[config.mk]
export PLATFORM = sky130hd
export DESIGN_NAME = ctm_msp430
export DESIGN_NICKNAME = d
export VERILOG_FILES = /design/src/hw/ctm_pkg.sv /design/src/hw/ctm_call_detect.sv /design/src/hw/ctm_msp430.sv /design/src/hw/ctm_packetizer.sv /design/src/hw/ctm_reg_block.sv
export SDC_FILE = /design/constraint.sdc
export NUM_CORES = 1
export LEC_CHECK = 0
export BUFFER_PORTS_ARGS = -buffer_cell sky130_fd_sc_hd__clkbuf_2
export CORE_UTILIZATION = 47
export CTS_CLUSTER_SIZE = 28
export DETAILED_ROUTE_END_ITERATION = 12
export GPL_TIMING_DRIVEN = 0
export PLACE_DENSITY = 0.64
export SLEW_MARGIN = 0
export SYNTH_ARGS = -nofsm -noshare
export SYNTH_HDL_FRONTEND = slang
export SYNTH_HIERARCHICAL = 1
export SYNTH_SLANG_ARGS = --single-unit
[constraint.sdc]
create_clock -name clk -period 4 [get_ports clk]
set_clock_uncertainty 0.1 [all_clocks]
set_input_delay 0.6 -clock clk [delete_from_list [all_inputs] [get_ports clk]]
set_output_delay 0.6 -clock clk [all_outputs]
set_load 0.005 [all_outputs]
[src/hw/ctm_pkg.sv]
package ctm_pkg;

  ////////////////////////////////////////////////////////////
  // Widths with a meaning.
  ////////////////////////////////////////////////////////////

  typedef logic [15:0] word_t;  // Flit payload and register word.
  typedef logic [15:0] pc_t;    // MSP430 code address.
  typedef logic [15:0] stamp_t; // Cycle timestamp.

  // One word on the debug network.
  typedef struct packed {
    logic  valid;
    logic  last; // Final flit of a packet.
    word_t data;
  } dii_flit_t;

  // Retired control transfer, as reported by the core.
  typedef struct packed {
    logic valid;
    pc_t  pc;
    pc_t  jbtarget; // Jump or branch target.
    logic jal;      // Jump-and-link, kept as a call.
    logic jr;       // Jump-register, kept as a return.
  } trace_exec_t;

  typedef enum logic [1:0] {
    EV_CALL   = 2'd1,
    EV_RETURN = 2'd2
  } event_kind_t;

  // Time-stamped event, one trace packet.
  typedef struct packed {
    event_kind_t kind;
    pc_t         pc;
    pc_t         target;
    stamp_t      stamp;
  } trace_event_t;

  // Pending register response.
  typedef struct packed {
    word_t dest;     // Requester address.
    logic  is_error;
    word_t data;
  } resp_t;

  ////////////////////////////////////////////////////////////
  // Packet types, register map, lengths.
  ////////////////////////////////////////////////////////////

  localparam word_t TYPE_REG_READ  = 16'd1;
  localparam word_t TYPE_REG_WRITE = 16'd2;
  localparam word_t TYPE_REG_RESP  = 16'd3;
  localparam word_t TYPE_REG_ERROR = 16'd4;
  localparam word_t TYPE_TRACE     = 16'd5;

  localparam word_t REG_MOD_TYPE = 16'd0; // Read only.
  localparam word_t REG_CTRL     = 16'd1; // Bit 0 is enable.
  localparam word_t REG_DEST     = 16'd2; // Trace destination.
  localparam word_t REG_DROP     = 16'd3; // Read only, dropped events.

  localparam word_t MOD_TYPE_CTM = 16'h0005;

  localparam int MAX_PKT_LEN  = 7; // Trace packet, the longest.
  localparam int RESP_PKT_LEN = 4; // Dest, src, type, data.

endpackage

[src/hw/ctm_call_detect.sv]
module ctm_call_detect (
  input  logic                  clk,
  input  logic                  rst_n,
  input  logic                  enable,
  input  ctm_pkg::trace_exec_t  trace_port,
  output ctm_pkg::trace_event_t trace_event,
  output logic                  event_valid
);

  ctm_pkg::stamp_t      stamp_cnt; // Free-running cycle count.
  ctm_pkg::event_kind_t ev_kind;
  logic                 qualify;

  // Only calls and returns are kept.
  assign qualify = enable && trace_port.valid && (trace_port.jal || trace_port.jr);

  // jal wins when both are flagged.
  assign ev_kind = trace_port.jal ? ctm_pkg::EV_CALL : ctm_pkg::EV_RETURN;

  ////////////////////////////////////////////////////////////
  // Timestamp.
  ////////////////////////////////////////////////////////////

  always_ff @(posedge clk or negedge rst_n) begin
    if (!rst_n) stamp_cnt <= '0;
    else stamp_cnt <= stamp_cnt + 16'd1; // Wraps.
  end

  ////////////////////////////////////////////////////////////
  // Event register.
  ////////////////////////////////////////////////////////////

  always_ff @(posedge clk or negedge rst_n) begin
    if (!rst_n) event_valid <= 1'b0;
    else event_valid <= qualify; // One cycle after the entry.
  end

  // Payload only.
  always_ff @(posedge clk) begin
    if (qualify) begin
      trace_event.kind   <= ev_kind;
      trace_event.pc     <= trace_port.pc;
      trace_event.target <= trace_port.jbtarget;
      trace_event.stamp  <= stamp_cnt; // Stamp of the entry cycle.
    end
  end

endmodule

[src/hw/ctm_msp430.sv]
module ctm_msp430 (
  input  logic                 clk,
  input  logic                 rst_n,
  input  ctm_pkg::word_t       id,              // Our network address.
  input  ctm_pkg::dii_flit_t   debug_in,
  output logic                 debug_in_ready,
  output ctm_pkg::dii_flit_t   debug_out,
  input  logic                 debug_out_ready,
  input  ctm_pkg::trace_exec_t trace_port
);

  ////////////////////////////////////////////////////////////
  // Internal links.
  ////////////////////////////////////////////////////////////

  logic                  enable;      // CTRL bit 0.
  ctm_pkg::word_t        trace_dest;
  ctm_pkg::resp_t        resp;
  logic                  resp_valid;
  logic                  resp_taken;
  logic                  drop;        // Event lost, store full.
  ctm_pkg::trace_event_t trace_event;
  logic                  event_valid;

  // Register requests in, configuration out.
  ctm_reg_block u_reg_block (
    .clk            (clk),
    .rst_n          (rst_n),
    .id             (id),
    .debug_in       (debug_in),
    .debug_in_ready (debug_in_ready),
    .enable         (enable),
    .trace_dest     (trace_dest),
    .resp           (resp),
    .resp_valid     (resp_valid),
    .resp_taken     (resp_taken),
    .drop           (drop)
  );

  // Calls and returns only.
  ctm_call_detect u_call_detect (
    .clk         (clk),
    .rst_n       (rst_n),
    .enable      (enable),
    .trace_port  (trace_port),
    .trace_event (trace_event),
    .event_valid (event_valid)
  );

  // Outgoing flit stream.
  ctm_packetizer u_packetizer (
    .clk             (clk),
    .rst_n           (rst_n),
    .id              (id),
    .trace_dest      (trace_dest),
    .trace_event     (trace_event),
    .event_valid     (event_valid),
    .resp            (resp),
    .resp_valid      (resp_valid),
    .resp_taken      (resp_taken),
    .drop            (drop),
    .debug_out       (debug_out),
    .debug_out_ready (debug_out_ready)
  );

endmodule

[src/hw/ctm_packetizer.sv]
module ctm_packetizer (
  input  logic                  clk,
  input  logic                  rst_n,
  input  ctm_pkg::word_t        id,
  input  ctm_pkg::word_t        trace_dest,
  input  ctm_pkg::trace_event_t trace_event,
  input  logic                  event_valid,
  input  ctm_pkg::resp_t        resp,
  input  logic                  resp_valid,
  output logic                  resp_taken,
  output logic                  drop,
  output ctm_pkg::dii_flit_t    debug_out,
  input  logic                  debug_out_ready
);

  typedef logic [$clog2(ctm_pkg::MAX_PKT_LEN)-1:0] flit_idx_t;

  typedef enum logic [1:0] {
    TX_IDLE,  // Packet boundary.
    TX_RESP,
    TX_TRACE
  } tx_state_e;

  tx_state_e             state;
  flit_idx_t             idx;       // Flit within the packet.
  ctm_pkg::word_t        dest_q;    // Trace destination, fixed per packet.
  ctm_pkg::trace_event_t ev_mem [2];
  ctm_pkg::trace_event_t cur_ev;
  logic                  wr_ptr, rd_ptr;
  logic [1:0]            count;     // Includes the event in flight.
  logic                  full, push, pop, accept, last_flit;

  assign full   = count == 2'd2;
  assign push   = event_valid && !full;
  assign accept = debug_out.valid && debug_out_ready;
  assign cur_ev = ev_mem[rd_ptr];

  always_comb begin
    case (state)
      TX_RESP:  last_flit = idx == flit_idx_t'(ctm_pkg::RESP_PKT_LEN - 1);
      TX_TRACE: last_flit = idx == flit_idx_t'(ctm_pkg::MAX_PKT_LEN - 1);
      default:  last_flit = 1'b0;
    endcase
  end

  // Slot frees only once its last flit is taken.
  assign pop        = accept && last_flit && (state == TX_TRACE);
  assign resp_taken = accept && last_flit && (state == TX_RESP);

  ////////////////////////////////////////////////////////////
  // Two-entry event store.
  ////////////////////////////////////////////////////////////

  always_ff @(posedge clk) begin
    if (push) ev_mem[wr_ptr] <= trace_event;
  end

  always_ff @(posedge clk or negedge rst_n) begin
    if (!rst_n) begin
      wr_ptr <= 1'b0;
      rd_ptr <= 1'b0;
      count  <= 2'd0;
      drop   <= 1'b0;
    end else begin
      if (push) wr_ptr <= ~wr_ptr;
      if (pop)  rd_ptr <= ~rd_ptr;
      case ({push, pop})
        2'b10:   count <= count + 2'd1;
        2'b01:   count <= count - 2'd1;
        default: count <= count;
      endcase
      drop <= event_valid && full; // One-cycle pulse per lost event.
    end
  end

  ////////////////////////////////////////////////////////////
  // Serializer.
  ////////////////////////////////////////////////////////////

  always_ff @(posedge clk or negedge rst_n) begin
    if (!rst_n) begin
      state <= TX_IDLE;
      idx   <= '0;
    end else if (state == TX_IDLE) begin
      idx <= '0;
      if (resp_valid) state <= TX_RESP; // Responses first.
      else if (count != 2'd0) state <= TX_TRACE;
    end else if (accept) begin
      idx <= idx + flit_idx_t'(1);
      if (last_flit) state <= TX_IDLE;
    end
  end

  always_ff @(posedge clk) begin
    if ((state == TX_IDLE) && !resp_valid) dest_q <= trace_dest;
  end

  // Flit mux, steady while not accepted.
  always_comb begin
    debug_out.valid = state != TX_IDLE;
    debug_out.last  = last_flit;
    debug_out.data  = '0;
    if (state == TX_RESP) begin
      case (idx)
        3'd0:    debug_out.data = resp.dest;
        3'd1:    debug_out.data = id;
        3'd2:    debug_out.data = resp.is_error ? ctm_pkg::TYPE_REG_ERROR
                                                : ctm_pkg::TYPE_REG_RESP;
        default: debug_out.data = resp.data;
      endcase
    end else if (state == TX_TRACE) begin
      case (idx)
        3'd0:    debug_out.data = dest_q;
        3'd1:    debug_out.data = id;
        3'd2:    debug_out.data = ctm_pkg::TYPE_TRACE;
        3'd3:    debug_out.data = cur_ev.stamp;
        3'd4:    debug_out.data = cur_ev.pc;
        3'd5:    debug_out.data = cur_ev.target;
        default: debug_out.data = ctm_pkg::word_t'(cur_ev.kind);
      endcase
    end
  end

endmodule

[src/hw/ctm_reg_block.sv]
module ctm_reg_block (
  input  logic               clk,
  input  logic               rst_n,
  input  ctm_pkg::word_t     id,
  input  ctm_pkg::dii_flit_t debug_in,
  output logic               debug_in_ready,
  output logic               enable,
  output ctm_pkg::word_t     trace_dest,
  output ctm_pkg::resp_t     resp,
  output logic               resp_valid,
  input  logic               resp_taken,
  input  logic               drop
);

  // One state per request word, then skip or respond.
  typedef enum logic [2:0] {
    ST_DEST,
    ST_SRC,
    ST_TYPE,
    ST_ADDR,
    ST_DATA,
    ST_SKIP, // Extra words up to last.
    ST_RESP  // Waiting for the packetizer.
  } reg_state_e;

  reg_state_e     state;
  logic           match_q;           // Request is addressed to us.
  ctm_pkg::word_t src_q, type_q, addr_q;
  ctm_pkg::word_t drop_cnt;
  ctm_pkg::word_t dec_addr, rd_data;
  logic           rd_err, wr_err;
  logic           flit_in, is_read, is_write;

  assign debug_in_ready = state != ST_RESP; // Blocked while a response is pending.
  assign resp_valid     = state == ST_RESP;
  assign flit_in        = debug_in.valid && debug_in_ready;

  // Address word is live on the bus for reads, held for writes.
  assign dec_addr = (state == ST_ADDR) ? debug_in.data : addr_q;

  assign is_read  = flit_in && debug_in.last && (state == ST_ADDR) && match_q &&
                    (type_q == ctm_pkg::TYPE_REG_READ);
  assign is_write = flit_in && debug_in.last && (state == ST_DATA) && match_q &&
                    (type_q == ctm_pkg::TYPE_REG_WRITE);

  ////////////////////////////////////////////////////////////
  // Request FSM.
  ////////////////////////////////////////////////////////////

  always_ff @(posedge clk or negedge rst_n) begin
    if (!rst_n) begin
      state <= ST_DEST;
    end else if (state == ST_RESP) begin
      if (resp_taken) state <= ST_DEST;
    end else if (flit_in) begin
      if (is_read || is_write) state <= ST_RESP;
      else if (debug_in.last) state <= ST_DEST; // Foreign or malformed, drop it.
      else begin
        case (state)
          ST_DEST: state <= ST_SRC;
          ST_SRC:  state <= ST_TYPE;
          ST_TYPE: state <= ST_ADDR;
          ST_ADDR: state <= ST_DATA;
          default: state <= ST_SKIP;
        endcase
      end
    end
  end

  // Header words.
  always_ff @(posedge clk) begin
    if (flit_in) begin
      if (state == ST_DEST) match_q <= debug_in.data == id;
      if (state == ST_SRC)  src_q   <= debug_in.data;
      if (state == ST_TYPE) type_q  <= debug_in.data;
      if (state == ST_ADDR) addr_q  <= debug_in.data;
    end
  end

  // Address decode.
  always_comb begin
    rd_data = '0;
    rd_err  = 1'b0;
    wr_err  = 1'b0;
    case (dec_addr)
      ctm_pkg::REG_MOD_TYPE: begin
        rd_data = ctm_pkg::MOD_TYPE_CTM;
        wr_err  = 1'b1; // Read only.
      end
      ctm_pkg::REG_CTRL: rd_data = {15'd0, enable};
      ctm_pkg::REG_DEST: rd_data = trace_dest;
      ctm_pkg::REG_DROP: begin
        rd_data = drop_cnt;
        wr_err  = 1'b1;
      end
      default: begin
        rd_err = 1'b1; // Unknown address.
        wr_err = 1'b1;
      end
    endcase
  end

  ////////////////////////////////////////////////////////////
  // Configuration and counters.
  ////////////////////////////////////////////////////////////

  always_ff @(posedge clk or negedge rst_n) begin
    if (!rst_n) begin
      enable     <= 1'b0;
      trace_dest <= '0;
    end else if (is_write && !wr_err) begin
      if (addr_q == ctm_pkg::REG_CTRL) enable     <= debug_in.data[0];
      if (addr_q == ctm_pkg::REG_DEST) trace_dest <= debug_in.data;
    end
  end

  always_ff @(posedge clk or negedge rst_n) begin
    if (!rst_n) drop_cnt <= '0;
    else if (drop && (drop_cnt != '1)) drop_cnt <= drop_cnt + 16'd1; // Saturates.
  end

  // Response payload, held through ST_RESP.
  always_ff @(posedge clk) begin
    if (is_read || is_write) begin
      resp.dest     <= src_q;
      resp.is_error <= is_read ? rd_err : wr_err;
      resp.data     <= (is_read && !rd_err) ? rd_data : '0; // Writes answer 0.
    end
  end

endmodule

# Word-level counts from Yosys, hierarchy flattened
# Memories as Yosys holds them, arrays and structs flattened.
# Index checks and enable logic that the tools add are counted.
[classes]
addsub = 5
n_bitwise = 2
muxes = 28
n_eq_ne = 28
n_reduce_logical = 43
[ops]
columns = ["op", "count"]
rows = [
  ["case mux 16 bit (6 select lines)", 1],
  ["equality test 16 x 2 -> 1 bit (second input constant)", 4],
  ["case mux 16 bit (4 select lines)", 1],
  ["equality test 16 x 1 -> 1 bit (second input constant)", 3],
  ["2-to-1 mux 16 bit", 3],
  ["case mux 16 bit (3 select lines)", 1],
  ["adder 16 x 1 -> 16 bit (second input constant)", 2],
  ["2-to-1 mux 3 bit", 8],
  ["logical AND 1 bit", 20],
  ["equality test 16 bit", 1],
  ["logical NOT 16 bit", 1],
  ["!= test 16 bit (second input constant)", 1],
  ["equality test 3 bit (second input constant)", 5],
  ["equality test 3 x 2 -> 1 bit (second input constant)", 4],
  ["2-to-1 mux 2 bit", 6],
  ["case mux 3 bit (4 select lines)", 1],
  ["AND reduction 2 bit", 6],
  ["nonzero test 2 bit", 6],
  ["equality test 2 bit (second input constant)", 3],
  ["equality test 3 x 1 -> 1 bit (second input constant)", 2],
  ["logical NOT 3 bit", 2],
  ["2-to-1 mux 1 bit", 5],
  ["equality test 2 x 1 -> 1 bit (second input constant)", 2],
  ["case mux 2 bit (2 select lines)", 1],
  ["other kinds (14)", 17],
]
[word_totals]
out_inout_bits = 19
reg_bits = 211
wordCells = 131
n_memories = 1
ram_bits = 100
input_bits = 72
[mem_list]
columns = ["memory", "depth", "word_bits", "rd", "rd_clocked_by_memory_dff", "wr", "line", "source"]
rows = [
  ["u_packetizer.ev_mem", 2, 50, 1, 0, 1, "ctm_packetizer.sv:27", "ctm_pkg::trace_event_t ev_mem [2];"],
]

# Logic depth before layout (Yosys ltp)
[depth]
ltp_word = 10
depth_mapped = 11
depth_no_buf = 9

# Modules after synthesis
# The synthesis kept the hierarchy.
[by_module_without_submodules]
columns = ["module", "n_inst", "cells_each", "seq_area_each_um2", "area_each_um2"]
rows = [
  ["ctm_packetizer", 1, 360, 3733.6, 5421.4],
  ["ctm_reg_block", 1, 342, 3363.2, 5126.2],
  ["ctm_call_detect", 1, 111, 1926.8, 2219.6],
]

# Worst setup path after synthesis
# Ideal clock, no wire load.
[synth_path]
path_type = "flip-flop to flip-flop"
startpoint = "register u_packetizer.count[0]"
endpoint = "memory u_packetizer/ev_mem[0][0] (netlist name) (enable)"
path_slack_ns = 0.712
path_buffers = 0
path_stages_with_launch = 4
arrival_ns = 2.731
period_less_slack_ns = 3.288
path_cell_list = "dfrtp_1 -> nand2b_1 -> nand2_1 -> nor2_1"
[synth_via]
elab_chain_cells = 5
[synth_rtl]
columns = ["item", "line", "source"]
rows = [
  ["from (decl)", "ctm_packetizer.sv:30", "logic [1:0] count;"],
  ["from (signal assigned)", "ctm_packetizer.sv:68", "2'b10: count <= count + 2'd1;"],
  ["from (signal assigned)", "ctm_packetizer.sv:69", "2'b01: count <= count - 2'd1;"],
  ["from (signal assigned)", "ctm_packetizer.sv:70", "default: count <= count;"],
  ["equality test 2 bit", "ctm_packetizer.sv:33", "assign full = count == 2'd2;"],
  ["logical NOT 1 bit", "ctm_packetizer.sv:34", "assign push = event_valid && !full;"],
  ["logical AND 1 bit", "ctm_packetizer.sv:34", ""],
  ["2-to-1 mux 1 bit", "ctm_packetizer.sv:55", "if (push) ev_mem[wr_ptr] <= trace_event;"],
  ["2-to-1 mux 1 bit (not written as such)", "ctm_packetizer.sv:55", ""],
  ["to (decl)", "ctm_packetizer.sv:27", ""],
]
# Every way passes these cells.

==> qor.csv <==
metric,value,unit
worst_r2r_startpoint,u_reg_block/state[2],
antenna_found_initial,0,
setup_viol,0,
slowest_stage,dfrtp_1,
cp-end-kind,output port,
critPathMaxStageDelay,0.43,ns
p_seq_frac,0.458,
cts_sinks,311,
drtAntennaViolNets,0,
fmax,284,MHz
numCtsBuffers,34,
slew_violations,0,
ir_drop,266,uV
die_w,167,um
p_leak,5.41,nW
final_cells,1306,
synthFlopType,edfxtp_1,
hp-class,in2reg,
wl_per_cell,21.9,um
die_area,27800,um2
cts_max_level,2,
setup_ws,0.473,ns
grt_max_degree,51,
synth_area,12800,um2
worstPathArrival,2.83,ns
clockPowerShare,0.396,
grt_pass1_wl,44.4,mm
crit_type,reg2out,
area_delta_synth_final,17.3,%
drive_gt1_frac,0.234,
drt_iter0_drc,745,
outcome,"complete, no violations",
start_util,0.484,
max_cap_violations,0,
power.switching,0.00200,W
num-nets-final,1030,
row_count,59,
hold_path.startpoint,trace_port[5],
grtUsageTotal,0.213,
critical_path.max_fanout,10,
max-clock-path-buffers,3,
cp.required,3.30,ns
die_h,167,um
num_antenna_cells,0,
path_clk_slew,0.06,ns
gp_congestion,0.832,
syn_area_per_cell,15.7,um2
yosys.area.top_type,edfxtp_1,
startpoint,u_packetizer/idx[0],
final_util,0.568,
clkLatencyLatePin,0.51,ns
yosysUniqueCellTypes,60,
min_period,3.53,ns
hold_viol,0,
critPathLaunchType,flip-flop,
grt-ovfl-total,0,
ys_warn_count,6,
cts_setup_buffers,0,
path_cells,inv_1 -> ha_1 -> nor3_2 -> or2_0 -> buf_2 -> buf_6 -> a222oi_1 -> o22ai_1 -> clkbuf_2,
core_area,26400,um2
power.internal,0.00600,W
pwr_density_cell,534,nW/um2
cts_tree,built,
synthCells,813,
ys_ff_latch,311,
holdWs,0.163,ns
period_share,0.882,
vias_per_cell,5.71,
dp_hpwl,20.2,mm
synth_area_leaders,"edfxtp_1, dfrtp_1, mux2i_1",
netlist.area_leader.share,0.583,
wl,28.6,mm
switching_share,0.250,
numPortBuffers,90,
p_comb_frac,0.146,
pin_count,91,
rsz0062_at_grt,false,
grt_pass1_vias,7422,
total_power,0.00800,W
slew_headroom,0.386,
synthArstFlopShare,0.203,
ys_seq_area_frac,0.707,
firstDrtPassIters,5,
dp_cells,1246,
cts-root-buf,clkbuf_16,
vias,7463,
synth_edf_count,248,
pre_cts_ws,0.405,ns
drc,0,
syn_nets,896,
tightest_slew,0.920,ns
cell usage in the layout, fill, tap and decap left out, types with 8 or more instances in the layout:
| cell type | count |
|---|---|
| a22o_1 | 12 |
| xnor2_1 | 37 |
| nand2_1 | 17 |
| inv_1 | 19 |
| mux2_2 | 24 |
| dfrtp_1 | 63 |
| nand4_1 | 17 |
| ha_1 | 11 |
| xor2_1 | 10 |
| nor4_1 | 11 |
| nor2_1 | 27 |
| buf_2 | 20 |
| o22ai_1 | 33 |
| a222oi_1 | 14 |
| edfxtp_1 | 248 |
| clkbuf_2 | 90 |
| clkbuf_1 | 16 |
| o21ai_0 | 9 |
| nand3_1 | 9 |
| mux2_4 | 10 |
| clkbuf_8 | 8 |
| nor3b_1 | 15 |
| nor3_1 | 25 |
| mux2i_1 | 63 |
| a21oi_1 | 15 |
| clkbuf_16 | 35 |
registers in the layout (all words and copies together) (netlist names):
register	flops
u_packetizer/ev_mem	100
u_call_detect/trace_event	50
u_reg_block/resp	33
u_call_detect/stamp_cnt	16
u_packetizer/dest_q	16
u_reg_block/addr_q	16
u_reg_block/drop_cnt	16
u_reg_block/src_q	16
u_reg_block/trace_dest	16
u_reg_block/type_q	16
u_packetizer/idx	3
u_reg_block/state	3
u_packetizer/count	2
u_packetizer/state	2
u_call_detect/event_valid	1
u_packetizer/drop	1
u_packetizer/rd_ptr	1
u_packetizer/wr_ptr	1
u_reg_block/enable	1
u_reg_block/match_q	1
synth_stat cells (all sizes together), types with 6 or more instances:
master,instances
nor2,29
inv,19
nor3b,17
and3,8
o21ai,9
nor3,26
nor4,12
nand2b,7
nor2b,6
mux2,34
dfrtp,63
and4,7
a222oi,14
nand4,19
nand2,17
clkbuf,13
a221oi,7
o22ai,33
mux2i,64
a22o,12
xor2,10
nand3,9
xnor2,37
a21oi,15
edfxtp,248
buf,26
ha,11
cell type report:
type / count / area [um2]
Tap cell: 335 / 419
Fill cell: 2032 / 11400
Clock buffer: 48 / 1000
Timing Repair Buffer: 99 / 623
Sequential cell: 311 / 9020
Clock inverter: 12 / 145
Buffer: 38 / 195
Multi-Input combinational cell: 443 / 3490
Inverter: 20 / 75.1
layer usage:
layer | global-route usage | wire length [um]
met1 | 0.302 | 12900
met2 | 0.339 | 13400
met3 | 0.0345 | 1630
met4 | 0.0652 | 629
met5 | 0 | 0
power by group through the flow:
stage / clock, W / sequential, W / combinational (W)
2_1_floorplan: 0 / 0.00371 / 0.000770
3_3_place_gp: 0 / 0.00373 / 0.00113
3_5_place_dp: 0 / 0.00373 / 0.00117
4_1_cts: 0.00323 / 0.00366 / 0.00117
5_1_grt: 0.00337 / 0.00367 / 0.00126
6_report: 0.00317 / 0.00366 / 0.00117
path summary, 6_finish.rpt:
check	slack, ns	end	cells past startpoint
worst max register to register	0.83	u_reg_block/resp[9]	5
worst max-delay path	0.47	debug_out[14]	9
worst min register to register	0.32	u_reg_block/resp[28]	0
worst min-delay path	0.16	u_call_detect/trace_event[19]	1
min in group asynchronous	0.42	u_packetizer/wr_ptr	2
max in group asynchronous	2.82	u_call_detect/stamp_cnt[13]	3
cells by family (layout without fill, tap and decap cells):
| group | after synthesis | in the layout | synth area share |
|---|---|---|---|
| buf+inv | 59 | 217 | 0.0214 |
| xor+xnor | 47 | 47 | 0.0322 |
| simple gates | 178 | 178 | 0.0837 |
| mux | 98 | 98 | 0.0834 |
| compound gates | 109 | 109 | 0.0617 |
| fa+ha+maj | 11 | 11 | 0.0108 |
| flops | 311 | 311 | 0.707 |
worst max-delay path: cells and delay by family, from the launching register on:
family                     cells  cell delay [ns]
adders and majority gates      1             0.33
AOI/OAI and AO/OA              2             0.68
and+or+nand+nor                2             0.31
buffers and inverters          4             0.58
DFF                            1             0.43
timing repair:
action                                  in CTS  in global routing
gates resized for setup                      1                  0
hold endpoints to repair                    13                  0
endpoints found under the setup margin       9                  3
hold buffers                                 1                  0
stage by stage:
| stage | instance area (um2) | setup TNS, ns |
|---|---|---|
| finish | 15000 | 0 |
| floorplan | 12800 | 0 |
| global route | 15000 | 0 |
| global placement | 13600 | -33.78 |
| CTS | 15000 | 0 |
| detailed placement | 13800 | 0 |
No activity file was read; power rests on OpenSTA's default activity.
